$ cat src/include/radio_defs_defs.svh
// Register map and widths of the radio control core
// Addresses are settings bus word addresses, 8 bits wide

`ifndef RADIO_DEFS_DEFS_SVH
`define RADIO_DEFS_DEFS_SVH

// Datapath and bus widths
`define RADIO_ADC_W       12
`define RADIO_SAMPLE_W    24
`define RADIO_SET_ADDR_W  8
`define RADIO_SET_DATA_W  32

// Settings register bases
`define RADIO_SR_MISC        0    // One word per misc register
`define RADIO_SR_TIME64      10   // High, low, control
`define RADIO_SR_RX_FRONT0   20   // I offset, Q offset
`define RADIO_SR_RX_FRONT1   25
`define RADIO_SR_RX_FRONT_SW 176  // Swap bit in bit0
`define RADIO_SR_DIVSW       180  // Switch 1 and switch 2

// Offsets inside the misc block
`define RADIO_MISC_LED_SW_OFS  3
`define RADIO_MISC_PHY_OFS     4
`define RADIO_MISC_LED_SRC_OFS 6

// Offsets inside the timer block
`define RADIO_TIME_HI_OFS   0
`define RADIO_TIME_LO_OFS   1
`define RADIO_TIME_CTRL_OFS 2

// Reset values
`define RADIO_LED_SRC_RESET 8'h1E

// Bumped whenever the register map changes, major in the upper half
`define RADIO_COMPAT_NUM {16'd8, 16'd2}

`endif
$ cat src/rtl/radio_pkg.sv
// Shared types of the radio control core
// Widths follow the defs header

package radio_pkg;

`include "radio_defs_defs.svh"

   // One raw converter sample, two's complement
   typedef logic [`RADIO_ADC_W-1:0] adc_t;

   // Front end output sample
   // Upper 16 bits carry the corrected value
   typedef logic [`RADIO_SAMPLE_W-1:0] sample_t;

   // Settings bus
   typedef logic [`RADIO_SET_ADDR_W-1:0] set_addr_t;
   typedef logic [`RADIO_SET_DATA_W-1:0] set_data_t;

   // Free running tick count
   typedef logic [63:0] vita_time_t;

   // Status readback word
   typedef logic [31:0] rb_word_t;

endpackage

$ cat src/rtl/rx_chan_if.sv
// One receive channel as it leaves a front end stage
// No valid strobe since samples move every dsp_clk cycle
`timescale 1ns/100ps

interface rx_chan_if;

   radio_pkg::sample_t i;   // In-phase sample
   radio_pkg::sample_t q;   // Quadrature sample
   logic ovf_i;             // I saturated this sample
   logic ovf_q;             // Q saturated this sample
   logic run;               // Channel run level, aligned with the samples

   // Producer side
   modport src (
      output i, q, ovf_i, ovf_q, run
   );

   // Consumer side
   modport dst (
      input i, q, ovf_i, ovf_q, run
   );

endinterface

$ cat src/rtl/radio_ctrl_core.sv
// Radio control core, single dsp_clk domain
// Settings bus and run levels come straight from the ports
// ADC to rx outputs is two cycles, readback is one
`timescale 1ns/100ps

module radio_ctrl_core
   import radio_pkg::*;
(
   input  logic       dsp_clk,
   input  logic       por_rst,
   input  logic       set_stb_i,
   input  set_addr_t  set_addr_i,
   input  set_data_t  set_data_i,
   input  logic       pps_i,
   input  adc_t       adc0_a_i,
   input  adc_t       adc0_b_i,
   input  adc_t       adc1_a_i,
   input  adc_t       adc1_b_i,
   input  logic       run_rx0_i,
   input  logic       run_rx1_i,
   input  logic [3:0] rb_addr_i,
   output sample_t    rx0_i_o,
   output sample_t    rx0_q_o,
   output sample_t    rx1_i_o,
   output sample_t    rx1_q_o,
   output logic [7:0] leds_o,
   output logic [1:0] div_sw_o,
   output logic       phy_reset_n_o,
   output logic       pps_int_o,
   output rb_word_t   rb_data_o
);

`include "radio_defs_defs.svh"

   vita_time_t vita_time;
   vita_time_t vita_time_pps;

   rx_chan_if raw0 ();   // Front end outputs
   rx_chan_if raw1 ();
   rx_chan_if mux0 ();   // After the swap
   rx_chan_if mux1 ();

   ////////////////////////////////////////////////////////////////////////////
   // Receive path

   rx_frontend #(.BASE(`RADIO_SR_RX_FRONT0)) rx_frontend0 (
      .dsp_clk(dsp_clk), .por_rst(por_rst),
      .set_stb_i(set_stb_i), .set_addr_i(set_addr_i), .set_data_i(set_data_i),
      .adc_a_i(adc0_a_i), .adc_b_i(adc0_b_i), .run_i(run_rx0_i),
      .chan_o(raw0)
   );

   rx_frontend #(.BASE(`RADIO_SR_RX_FRONT1)) rx_frontend1 (
      .dsp_clk(dsp_clk), .por_rst(por_rst),
      .set_stb_i(set_stb_i), .set_addr_i(set_addr_i), .set_data_i(set_data_i),
      .adc_a_i(adc1_a_i), .adc_b_i(adc1_b_i), .run_i(run_rx1_i),
      .chan_o(raw1)
   );

   frontend_swap frontend_swap0 (
      .dsp_clk(dsp_clk), .por_rst(por_rst),
      .set_stb_i(set_stb_i), .set_addr_i(set_addr_i), .set_data_i(set_data_i),
      .chan0_i(raw0), .chan1_i(raw1),
      .mux0_o(mux0), .mux1_o(mux1)
   );

   assign rx0_i_o = mux0.i;
   assign rx0_q_o = mux0.q;
   assign rx1_i_o = mux1.i;
   assign rx1_q_o = mux1.q;

   ////////////////////////////////////////////////////////////////////////////
   // Timing, control registers, readback

   vita_timer vita_timer0 (
      .dsp_clk(dsp_clk), .por_rst(por_rst),
      .set_stb_i(set_stb_i), .set_addr_i(set_addr_i), .set_data_i(set_data_i),
      .pps_i(pps_i), .vita_time_o(vita_time), .vita_time_pps_o(vita_time_pps),
      .pps_int_o(pps_int_o)
   );

   misc_ctrl_regs misc_ctrl_regs0 (
      .dsp_clk(dsp_clk), .por_rst(por_rst),
      .set_stb_i(set_stb_i), .set_addr_i(set_addr_i), .set_data_i(set_data_i),
      .run_rx0_i(mux0.run), .run_rx1_i(mux1.run),   // LEDs follow the muxed channels
      .leds_o(leds_o), .div_sw_o(div_sw_o), .phy_reset_n_o(phy_reset_n_o)
   );

   status_readback status_readback0 (
      .dsp_clk(dsp_clk), .por_rst(por_rst), .rb_addr_i(rb_addr_i),
      .adc0_a_i(adc0_a_i), .adc0_b_i(adc0_b_i),
      .adc1_a_i(adc1_a_i), .adc1_b_i(adc1_b_i),
      .vita_time_i(vita_time), .vita_time_pps_i(vita_time_pps),
      .ovf_flags_i({mux1.ovf_q, mux1.ovf_i, mux0.ovf_q, mux0.ovf_i}),
      .rb_data_o(rb_data_o)
   );

endmodule

$ cat src/rtl/status_readback.sv
// 16-word status readback, one cycle from address to data
// Unmapped words read as zero
`timescale 1ns/100ps

module status_readback
   import radio_pkg::*;
(
   input  logic       dsp_clk,
   input  logic       por_rst,
   input  logic [3:0] rb_addr_i,
   input  adc_t       adc0_a_i,
   input  adc_t       adc0_b_i,
   input  adc_t       adc1_a_i,
   input  adc_t       adc1_b_i,
   input  vita_time_t vita_time_i,
   input  vita_time_t vita_time_pps_i,
   input  logic [3:0] ovf_flags_i,   // ch1 q, ch1 i, ch0 q, ch0 i
   output rb_word_t   rb_data_o
);

`include "radio_defs_defs.svh"

   always_ff @(posedge dsp_clk) begin
      if (por_rst) begin
         rb_data_o <= '0;
      end else begin
         case (rb_addr_i)
            4'd6:    rb_data_o <= {adc0_a_i, 4'b0000, adc0_b_i, 4'b0000};
            4'd7:    rb_data_o <= {adc1_a_i, 4'b0000, adc1_b_i, 4'b0000};
            4'd10:   rb_data_o <= vita_time_i[63:32];
            4'd11:   rb_data_o <= vita_time_i[31:0];
            4'd12:   rb_data_o <= `RADIO_COMPAT_NUM;
            4'd13:   rb_data_o <= {28'd0, ovf_flags_i};
            4'd14:   rb_data_o <= vita_time_pps_i[63:32];   // Time at last PPS
            4'd15:   rb_data_o <= vita_time_pps_i[31:0];
            default: rb_data_o <= '0;
         endcase
      end
   end

endmodule

$ cat src/rtl/misc_ctrl_regs.sv
// LED, diversity switch and PHY reset settings
// LEDs are combinational from the registers and the run levels
`timescale 1ns/100ps

module misc_ctrl_regs
   import radio_pkg::*;
(
   input  logic       dsp_clk,
   input  logic       por_rst,
   input  logic       set_stb_i,
   input  set_addr_t  set_addr_i,
   input  set_data_t  set_data_i,
   input  logic       run_rx0_i,
   input  logic       run_rx1_i,
   output logic [7:0] leds_o,
   output logic [1:0] div_sw_o,
   output logic       phy_reset_n_o
);

`include "radio_defs_defs.svh"

   localparam set_addr_t ADDR_LED_SW  = set_addr_t'(`RADIO_SR_MISC + `RADIO_MISC_LED_SW_OFS);
   localparam set_addr_t ADDR_PHY     = set_addr_t'(`RADIO_SR_MISC + `RADIO_MISC_PHY_OFS);
   localparam set_addr_t ADDR_LED_SRC = set_addr_t'(`RADIO_SR_MISC + `RADIO_MISC_LED_SRC_OFS);
   localparam set_addr_t ADDR_DIVSW1  = set_addr_t'(`RADIO_SR_DIVSW + 0);
   localparam set_addr_t ADDR_DIVSW2  = set_addr_t'(`RADIO_SR_DIVSW + 1);

   logic [7:0] led_sw;
   logic [7:0] led_src;   // 1 selects hardware
   logic [7:0] led_hw;
   logic       phy_rst;

   always_ff @(posedge dsp_clk) begin
      if (por_rst) begin
         led_sw   <= 8'h00;
         led_src  <= `RADIO_LED_SRC_RESET;
         phy_rst  <= 1'b0;
         div_sw_o <= 2'b11;   // Both switches on
      end else if (set_stb_i) begin
         case (set_addr_i)
            ADDR_LED_SW:  led_sw <= set_data_i[7:0];
            ADDR_LED_SRC: led_src <= set_data_i[7:0];
            ADDR_PHY:     phy_rst <= set_data_i[0];
            ADDR_DIVSW1:  div_sw_o[0] <= set_data_i[0];
            ADDR_DIVSW2:  div_sw_o[1] <= set_data_i[0];
            default: ;
         endcase
      end
   end

   // Hardware pattern, rx0 on bit 3 and rx1 on bit 1
   assign led_hw = {4'b0000, run_rx0_i, 1'b0, run_rx1_i, 1'b0};

   assign leds_o        = (led_src & led_hw) | (~led_src & led_sw);
   assign phy_reset_n_o = ~phy_rst;

endmodule

$ cat src/rtl/vita_timer.sv
// 64-bit tick counter with immediate or PPS aligned load
// pps_i is asynchronous, edge seen 3 cycles after it rises
// A PPS aligned load captures the time from before the load
`timescale 1ns/100ps

module vita_timer
   import radio_pkg::*;
(
   input  logic       dsp_clk,
   input  logic       por_rst,
   input  logic       set_stb_i,
   input  set_addr_t  set_addr_i,
   input  set_data_t  set_data_i,
   input  logic       pps_i,
   output vita_time_t vita_time_o,
   output vita_time_t vita_time_pps_o,
   output logic       pps_int_o
);

`include "radio_defs_defs.svh"

   localparam set_addr_t ADDR_HI   = set_addr_t'(`RADIO_SR_TIME64 + `RADIO_TIME_HI_OFS);
   localparam set_addr_t ADDR_LO   = set_addr_t'(`RADIO_SR_TIME64 + `RADIO_TIME_LO_OFS);
   localparam set_addr_t ADDR_CTRL = set_addr_t'(`RADIO_SR_TIME64 + `RADIO_TIME_CTRL_OFS);

   logic [31:0] time_hi;
   logic [31:0] time_lo;
   logic        ctrl_wr;
   logic        load_imm;   // Load cycle after an immediate request
   logic        armed;      // Load pending on next PPS
   logic        pps_s1;
   logic        pps_s2;
   logic        pps_d;
   logic        pps_edge;

   assign ctrl_wr  = set_stb_i && (set_addr_i == ADDR_CTRL);
   assign pps_edge = pps_s2 && !pps_d;

   ////////////////////////////////////////////////////////////////////////////
   // Settings

   always_ff @(posedge dsp_clk) begin
      if (por_rst) begin
         time_hi  <= '0;
         time_lo  <= '0;
         load_imm <= 1'b0;
         armed    <= 1'b0;
      end else begin
         if (set_stb_i && (set_addr_i == ADDR_HI))
            time_hi <= set_data_i;
         if (set_stb_i && (set_addr_i == ADDR_LO))
            time_lo <= set_data_i;
         load_imm <= ctrl_wr && !set_data_i[0];
         if (ctrl_wr)
            armed <= set_data_i[0];   // Immediate request disarms
         else if (pps_edge)
            armed <= 1'b0;
      end
   end

   ////////////////////////////////////////////////////////////////////////////
   // Counter and PPS

   always_ff @(posedge dsp_clk) begin
      if (por_rst) begin
         vita_time_o     <= '0;
         vita_time_pps_o <= '0;
         pps_s1          <= 1'b0;
         pps_s2          <= 1'b0;
         pps_d           <= 1'b0;
         pps_int_o       <= 1'b0;
      end else begin
         pps_s1    <= pps_i;   // Two flop synchronizer
         pps_s2    <= pps_s1;
         pps_d     <= pps_s2;
         pps_int_o <= pps_edge;
         if (pps_edge)
            vita_time_pps_o <= vita_time_o;
         if (load_imm || (armed && pps_edge))
            vita_time_o <= {time_hi, time_lo};
         else
            vita_time_o <= vita_time_o + 64'd1;
      end
   end

   a_pps_int_single: assert property (@(posedge dsp_clk) disable iff (por_rst)
      pps_int_o |=> !pps_int_o);

endmodule

$ cat src/rtl/frontend_swap.sv
// Crossbar between the two receive front ends and the consumers
// Swap takes effect on the cycle after the setting is visible
`timescale 1ns/100ps

module frontend_swap
   import radio_pkg::*;
(
   input  logic      dsp_clk,
   input  logic      por_rst,
   input  logic      set_stb_i,
   input  set_addr_t set_addr_i,
   input  set_data_t set_data_i,
   rx_chan_if.dst    chan0_i,
   rx_chan_if.dst    chan1_i,
   rx_chan_if.src    mux0_o,
   rx_chan_if.src    mux1_o
);

`include "radio_defs_defs.svh"

   localparam set_addr_t ADDR_SWAP = set_addr_t'(`RADIO_SR_RX_FRONT_SW);

   logic swap_q;

   // Swap setting plus the control fields of both channels
   always_ff @(posedge dsp_clk) begin
      if (por_rst) begin
         swap_q       <= 1'b0;
         mux0_o.run   <= 1'b0;
         mux0_o.ovf_i <= 1'b0;
         mux0_o.ovf_q <= 1'b0;
         mux1_o.run   <= 1'b0;
         mux1_o.ovf_i <= 1'b0;
         mux1_o.ovf_q <= 1'b0;
      end else begin
         if (set_stb_i && (set_addr_i == ADDR_SWAP))
            swap_q <= set_data_i[0];
         mux0_o.run   <= swap_q ? chan1_i.run   : chan0_i.run;
         mux0_o.ovf_i <= swap_q ? chan1_i.ovf_i : chan0_i.ovf_i;
         mux0_o.ovf_q <= swap_q ? chan1_i.ovf_q : chan0_i.ovf_q;
         mux1_o.run   <= swap_q ? chan0_i.run   : chan1_i.run;
         mux1_o.ovf_i <= swap_q ? chan0_i.ovf_i : chan1_i.ovf_i;
         mux1_o.ovf_q <= swap_q ? chan0_i.ovf_q : chan1_i.ovf_q;
      end
   end

   // Sample payload
   always_ff @(posedge dsp_clk) begin
      mux0_o.i <= swap_q ? chan1_i.i : chan0_i.i;
      mux0_o.q <= swap_q ? chan1_i.q : chan0_i.q;
      mux1_o.i <= swap_q ? chan0_i.i : chan1_i.i;
      mux1_o.q <= swap_q ? chan0_i.q : chan1_i.q;
   end

   a_straight_path: assert property (@(posedge dsp_clk) disable iff (por_rst)
      !swap_q |=> (mux0_o.i === $past(chan0_i.i)) && (mux0_o.q === $past(chan0_i.q))
                  && (mux0_o.run === $past(chan0_i.run)));

endmodule

$ cat src/rtl/rx_frontend.sv
// DC offset removal for one receive channel, one cycle of latency
// Offsets are signed 16-bit, taken from the low half of the settings word
// Result is saturated to 16 bits, low byte of the sample is always zero
`timescale 1ns/100ps
`include "radio_defs_defs.svh"

module rx_frontend
   import radio_pkg::*;
#(
   parameter int BASE = `RADIO_SR_RX_FRONT0
) (
   input  logic      dsp_clk,
   input  logic      por_rst,
   input  logic      set_stb_i,
   input  set_addr_t set_addr_i,
   input  set_data_t set_data_i,
   input  adc_t      adc_a_i,
   input  adc_t      adc_b_i,
   input  logic      run_i,
   rx_chan_if.src    chan_o
);

   localparam set_addr_t ADDR_OFS_I = set_addr_t'(BASE + 0);
   localparam set_addr_t ADDR_OFS_Q = set_addr_t'(BASE + 1);

   logic signed [15:0] ofs_i;
   logic signed [15:0] ofs_q;
   logic [16:0]        cor_i;   // {ovf, value}
   logic [16:0]        cor_q;

   // Left justify, subtract, clamp to the 16-bit range
   function automatic logic [16:0] corr_sat(input adc_t smp, input logic [15:0] ofs);
      logic [16:0] diff;
      logic        ovf;
      logic [15:0] res;
      diff = {smp[`RADIO_ADC_W-1], smp, 4'b0000} - {ofs[15], ofs};
      ovf  = diff[16] ^ diff[15];   // Sign lost in 16 bits
      if (!ovf)
         res = diff[15:0];
      else if (diff[16])
         res = 16'h8000;   // Negative full scale
      else
         res = 16'h7FFF;
      return {ovf, res};
   endfunction

   always_ff @(posedge dsp_clk) begin
      if (por_rst) begin
         ofs_i <= '0;
         ofs_q <= '0;
      end else if (set_stb_i) begin
         if (set_addr_i == ADDR_OFS_I)
            ofs_i <= set_data_i[15:0];
         if (set_addr_i == ADDR_OFS_Q)
            ofs_q <= set_data_i[15:0];
      end
   end

   always_comb begin
      cor_i = corr_sat(adc_a_i, ofs_i);
      cor_q = corr_sat(adc_b_i, ofs_q);
   end

   // Flags and run
   always_ff @(posedge dsp_clk) begin
      if (por_rst) begin
         chan_o.ovf_i <= 1'b0;
         chan_o.ovf_q <= 1'b0;
         chan_o.run   <= 1'b0;
      end else begin
         chan_o.ovf_i <= cor_i[16];
         chan_o.ovf_q <= cor_q[16];
         chan_o.run   <= run_i;
      end
   end

   always_ff @(posedge dsp_clk) begin
      chan_o.i <= {cor_i[15:0], 8'h00};
      chan_o.q <= {cor_q[15:0], 8'h00};
   end

   a_ovf_i_at_limit: assert property (@(posedge dsp_clk) disable iff (por_rst)
      $rose(chan_o.ovf_i) |-> chan_o.i[23:8] inside {16'h7FFF, 16'h8000});
   a_ovf_q_at_limit: assert property (@(posedge dsp_clk) disable iff (por_rst)
      $rose(chan_o.ovf_q) |-> chan_o.q[23:8] inside {16'h7FFF, 16'h8000});

endmodule

$ cat config.mk
export PLATFORM = sky130hd
export DESIGN_NAME = radio_ctrl_core
export DESIGN_NICKNAME = d
export VERILOG_FILES = /design/src/rtl/radio_pkg.sv /design/src/rtl/rx_chan_if.sv /design/src/rtl/radio_ctrl_core.sv /design/src/rtl/status_readback.sv /design/src/rtl/misc_ctrl_regs.sv /design/src/rtl/vita_timer.sv /design/src/rtl/frontend_swap.sv /design/src/rtl/rx_frontend.sv
export VERILOG_INCLUDE_DIRS = /design/src /design/src/include
export SDC_FILE = /design/constraint.sdc
export NUM_CORES = 1
export LEC_CHECK = 0
export BUFFER_PORTS_ARGS = -buffer_cell sky130_fd_sc_hd__buf_2
export CAP_MARGIN = 30
export CORE_MARGIN = 3
export CORE_UTILIZATION = 53
export DETAILED_ROUTE_END_ITERATION = 10
export GPL_TIMING_DRIVEN = 0
export PLACE_DENSITY_LB_ADDON = 0.2
export REMOVE_ABC_BUFFERS = 1
export SETUP_SLACK_MARGIN = 0.1
export SLEW_MARGIN = 20
export SYNTH_ARGS = -nofsm -noshare
export SYNTH_HDL_FRONTEND = slang
export SYNTH_HIERARCHICAL = 1
export SYNTH_SLANG_ARGS = --single-unit
$ cat constraint.sdc
create_clock -name dsp_clk -period 2.8 [get_ports dsp_clk]
set_input_delay 0.28 -clock dsp_clk [delete_from_list [all_inputs] [get_ports dsp_clk]]
set_output_delay 0.28 -clock dsp_clk [all_outputs]
set_load 0.02 [all_outputs]
==> qor.csv <==
metric,value,unit
total wire length,67800,um
Die W,215,um
first-pass GRT wire length,104000,um
Port Buf Inserts,237,
Synth Area in XOR/XNOR,2.62,%
adder-cell share of the synthesized area,3.35,%
# IOs,238,
clk buf depth,3,
slew margin rel.,39.4,%
Final Power,15.9,mW
Post-synth EDFFs,0,
crit path from,rx_frontend0/ofs_q[5],
mux contribution to synthesized area,10.9,%
Fmax achieved,372,MHz
HPWL Detailed,48300,um
hold crit path type,primary input to flip-flop,
Syn Std Cell Area,0.0231,sq mm
Synth Area in Compound Gates,16.5,%
initial antenna violation count,0,
worst reg2reg startpoint,rx_frontend0/ofs_q[5],
Required @ worst endpoint,3.31,ns
dpl cells,3298,
Hold WS,0.0459,ns
leakage,10.5,nW
Die ar.,0.0460,sq mm
top-area cell type share of the netlist area,42.2,%
post-layout min period,2.69,ns
Worst Path Arrival,3.19,ns
CP Launch Type,flip-flop,
Crit-path slowest cell,a221o_2,
most area-consuming cells after synthesis,"dfxtp_1, mux2i_1, nand2_1, mux2_2, a21oi_1",
crit-path max FO,4,
Post-Synth Simple-Gate Area,18.7,%
status,completed,
Placement Cell Area,0.0246,sq mm
layout cells sized above 1,20.0,%
vias,20000,
max incr delay on CP,0.44,ns
worst hold start,set_stb_i,
final worst slack,0.114,ns
Synth top cells by count,"dfxtp_1, nand2_1, nor2_1, a21oi_1, mux2i_1",
RSZ-0062 raised after global routing,yes,
flop and latch count out of synthesis,486,
1st-iter DRT viols,1767,
cells after synthesis,2614,
period utilization,95.9,%
GRT Overall Usage,28.1,%
CTS tree,built,
Initial Util,54.4,%
Mean Syn Cell Area,8.82,sq um
Main synth FF type,dfxtp_1,
clock latency on the worst-skew pair,0.59,ns
Yosys top cell by area,dfxtp_1,
worst slack at placement,-0.605,ns
Synth warnings,6,
PD cells,592,mW/mm^2
FP Rows,75,
clk sinks,486,
Die Y,215,um
pin count of the biggest net entering global routing,112,
# Max-Cap Violations,0,
Post-route DRC,0,
TritonCTS buffer count,50,
vias in the first global route,18600,
worst vdd ir,0.421,mV
area grow syn2layout,16.7,%
CP most frequent cell,o211ai_1,
Worst-path clk slew,0.06,ns
final setup TNS,0,ns
Pins Over Slew Limit,0,
vias per inst,5.84,
clock skew,0.0119,ns
fin util,63.4,%
main combinational cell family by area after synthesis,simple AND/OR/NAND/NOR gates,
WL/cell,19.8,um
Final GP Congestion,0.906,
Synth cell types,95,
"count leader, synth",dfxtp_1,
clk root buf,clkbuf_16,
crit-path cells,inv_2 > ha_4 > or3_1 > o22a_2 > a221o_1 > a221o_2 > buf_6 > o211ai_1 > o211ai_1 > o211ai_1,
critical path class,flip-flop to flip-flop,
GR Overflow Total,0,
post-route ant nets,0,
"FFs w/ async S/R, synth",0,%
nets,2964,
measured slew at the worst slew-check pin,0.910,ns
H-Tree Depth,2,
final cell count without fillers,3427,
"Seq/Total Area, Yosys",42.2,%
Final Hold Fails,0,
n_diodes,0,
drt pass-1 iters,6,
Final Setup Violations,0,
Core Box Area,0.0424,sq mm
finished layout cell area,0.0269,sq mm
crit end category,flip-flop,
[path summary, 6_finish.rpt]
path	cells after the start	end	slack, ns
worst max-delay path	10	rx_frontend0/chan_o.q[22]	0.11
worst min register to register	2	vita_timer0/time_lo[26]	0.45
worst min-delay path	3	frontend_swap0/swap_q	0.05
worst max register to register	10	rx_frontend0/chan_o.q[22]	0.11
[registers in the layout (all words and copies together), names as in the netlist, 16 cells and up]
signal,flops
rx_frontend0/ofs_q,16
rx_frontend0/chan_o.i,16
vita_timer0/vita_time_pps_o,64
frontend_swap0/mux1_o.i,24
rx_frontend1/chan_o.q,16
vita_timer0/vita_time_o,64
vita_timer0/time_lo,32
rx_frontend1/ofs_q,16
rx_frontend0/chan_o.q,16
status_readback0/rb_data_o,32
rx_frontend1/chan_o.i,16
vita_timer0/time_hi,32
frontend_swap0/mux0_o.i,24
frontend_swap0/mux0_o.q,24
frontend_swap0/mux1_o.q,24
rx_frontend0/ofs_i,16
rx_frontend1/ofs_i,16
[power by group]
group          internal [mW]  total (mW)  switching (mW)
combinational          0.749        1.99            1.24
clock                   3.82        6.56            2.74
sequential              7.24        7.37           0.129
[cells by family after synthesis]
group / after synthesis
DFF: 486
adders and majority gates: 63
and+or+nand+nor: 894
other: 2
muxes: 239
AOI/OAI and AO/OA: 593
buffers and inverters: 268
xor gates and xnor gates: 69
[layer usage]
layer / wire length [um] / vias to the layer above / track usage (%)
met5: 0 / - / 0
met4: 2760 / 0 / 11.0
met3: 4480 / 155 / 4.22
met2: 31700 / 748 / 47.1
met1: 28800 / 9493 / 36.6
li1: - / 9603 / -
[worst max-delay path: cells and delay by family (launching register included)]
kind / cells / cell delay, ns
adders and majority gates: 1 / 0.16
buffers and inverters: 2 / 0.18
AOI/OAI and AO/OA: 6 / 1.58
DFF: 1 / 0.34
and+or+nand+nor: 1 / 0.36
[what timing repair did]
action / in CTS / in global routing
endpoints found under the hold margin: 35 / 0
buffers inserted: 12 / 5
hold buffers: 19 / 0
cloned: 1 / 1
endpoints found under the setup margin: 52 / 86
pin swaps: 10 / 13
gates resized for setup: 26 / 43
[cells in the final DEF, fill, tap and decap left out, drive strengths merged, types with 16 or more instances in the layout]
cell type      n
nand2b        32
xnor2         32
dlygate4sd3   19
dfxtp        486
nor2b         22
a21o          19
o22ai         37
a31oi         30
inv           85
nor3          37
a21oi        213
buf          282
nor2         223
nand3         81
a211oi        35
or3           30
o21ai         92
clkbuf        68
a22oi         36
conb          32
o21a          27
nand4         34
nand2        333
o31ai         18
mux2i        140
mux2          99
ha            53
xor2          37
o211ai        16
[cell type report]
type | instances | area, sq um
Fill cell | 3616 | 15500
Multi-Input combinational cell | 1891 | 12500
Sequential cell | 486 | 9740
Timing Repair Buffer | 301 | 1980
Clock buffer | 68 | 1420
Tap cell | 577 | 722
Inverter | 83 | 312
Clock inverter | 21 | 196
(Power assumes the default switching activity.)
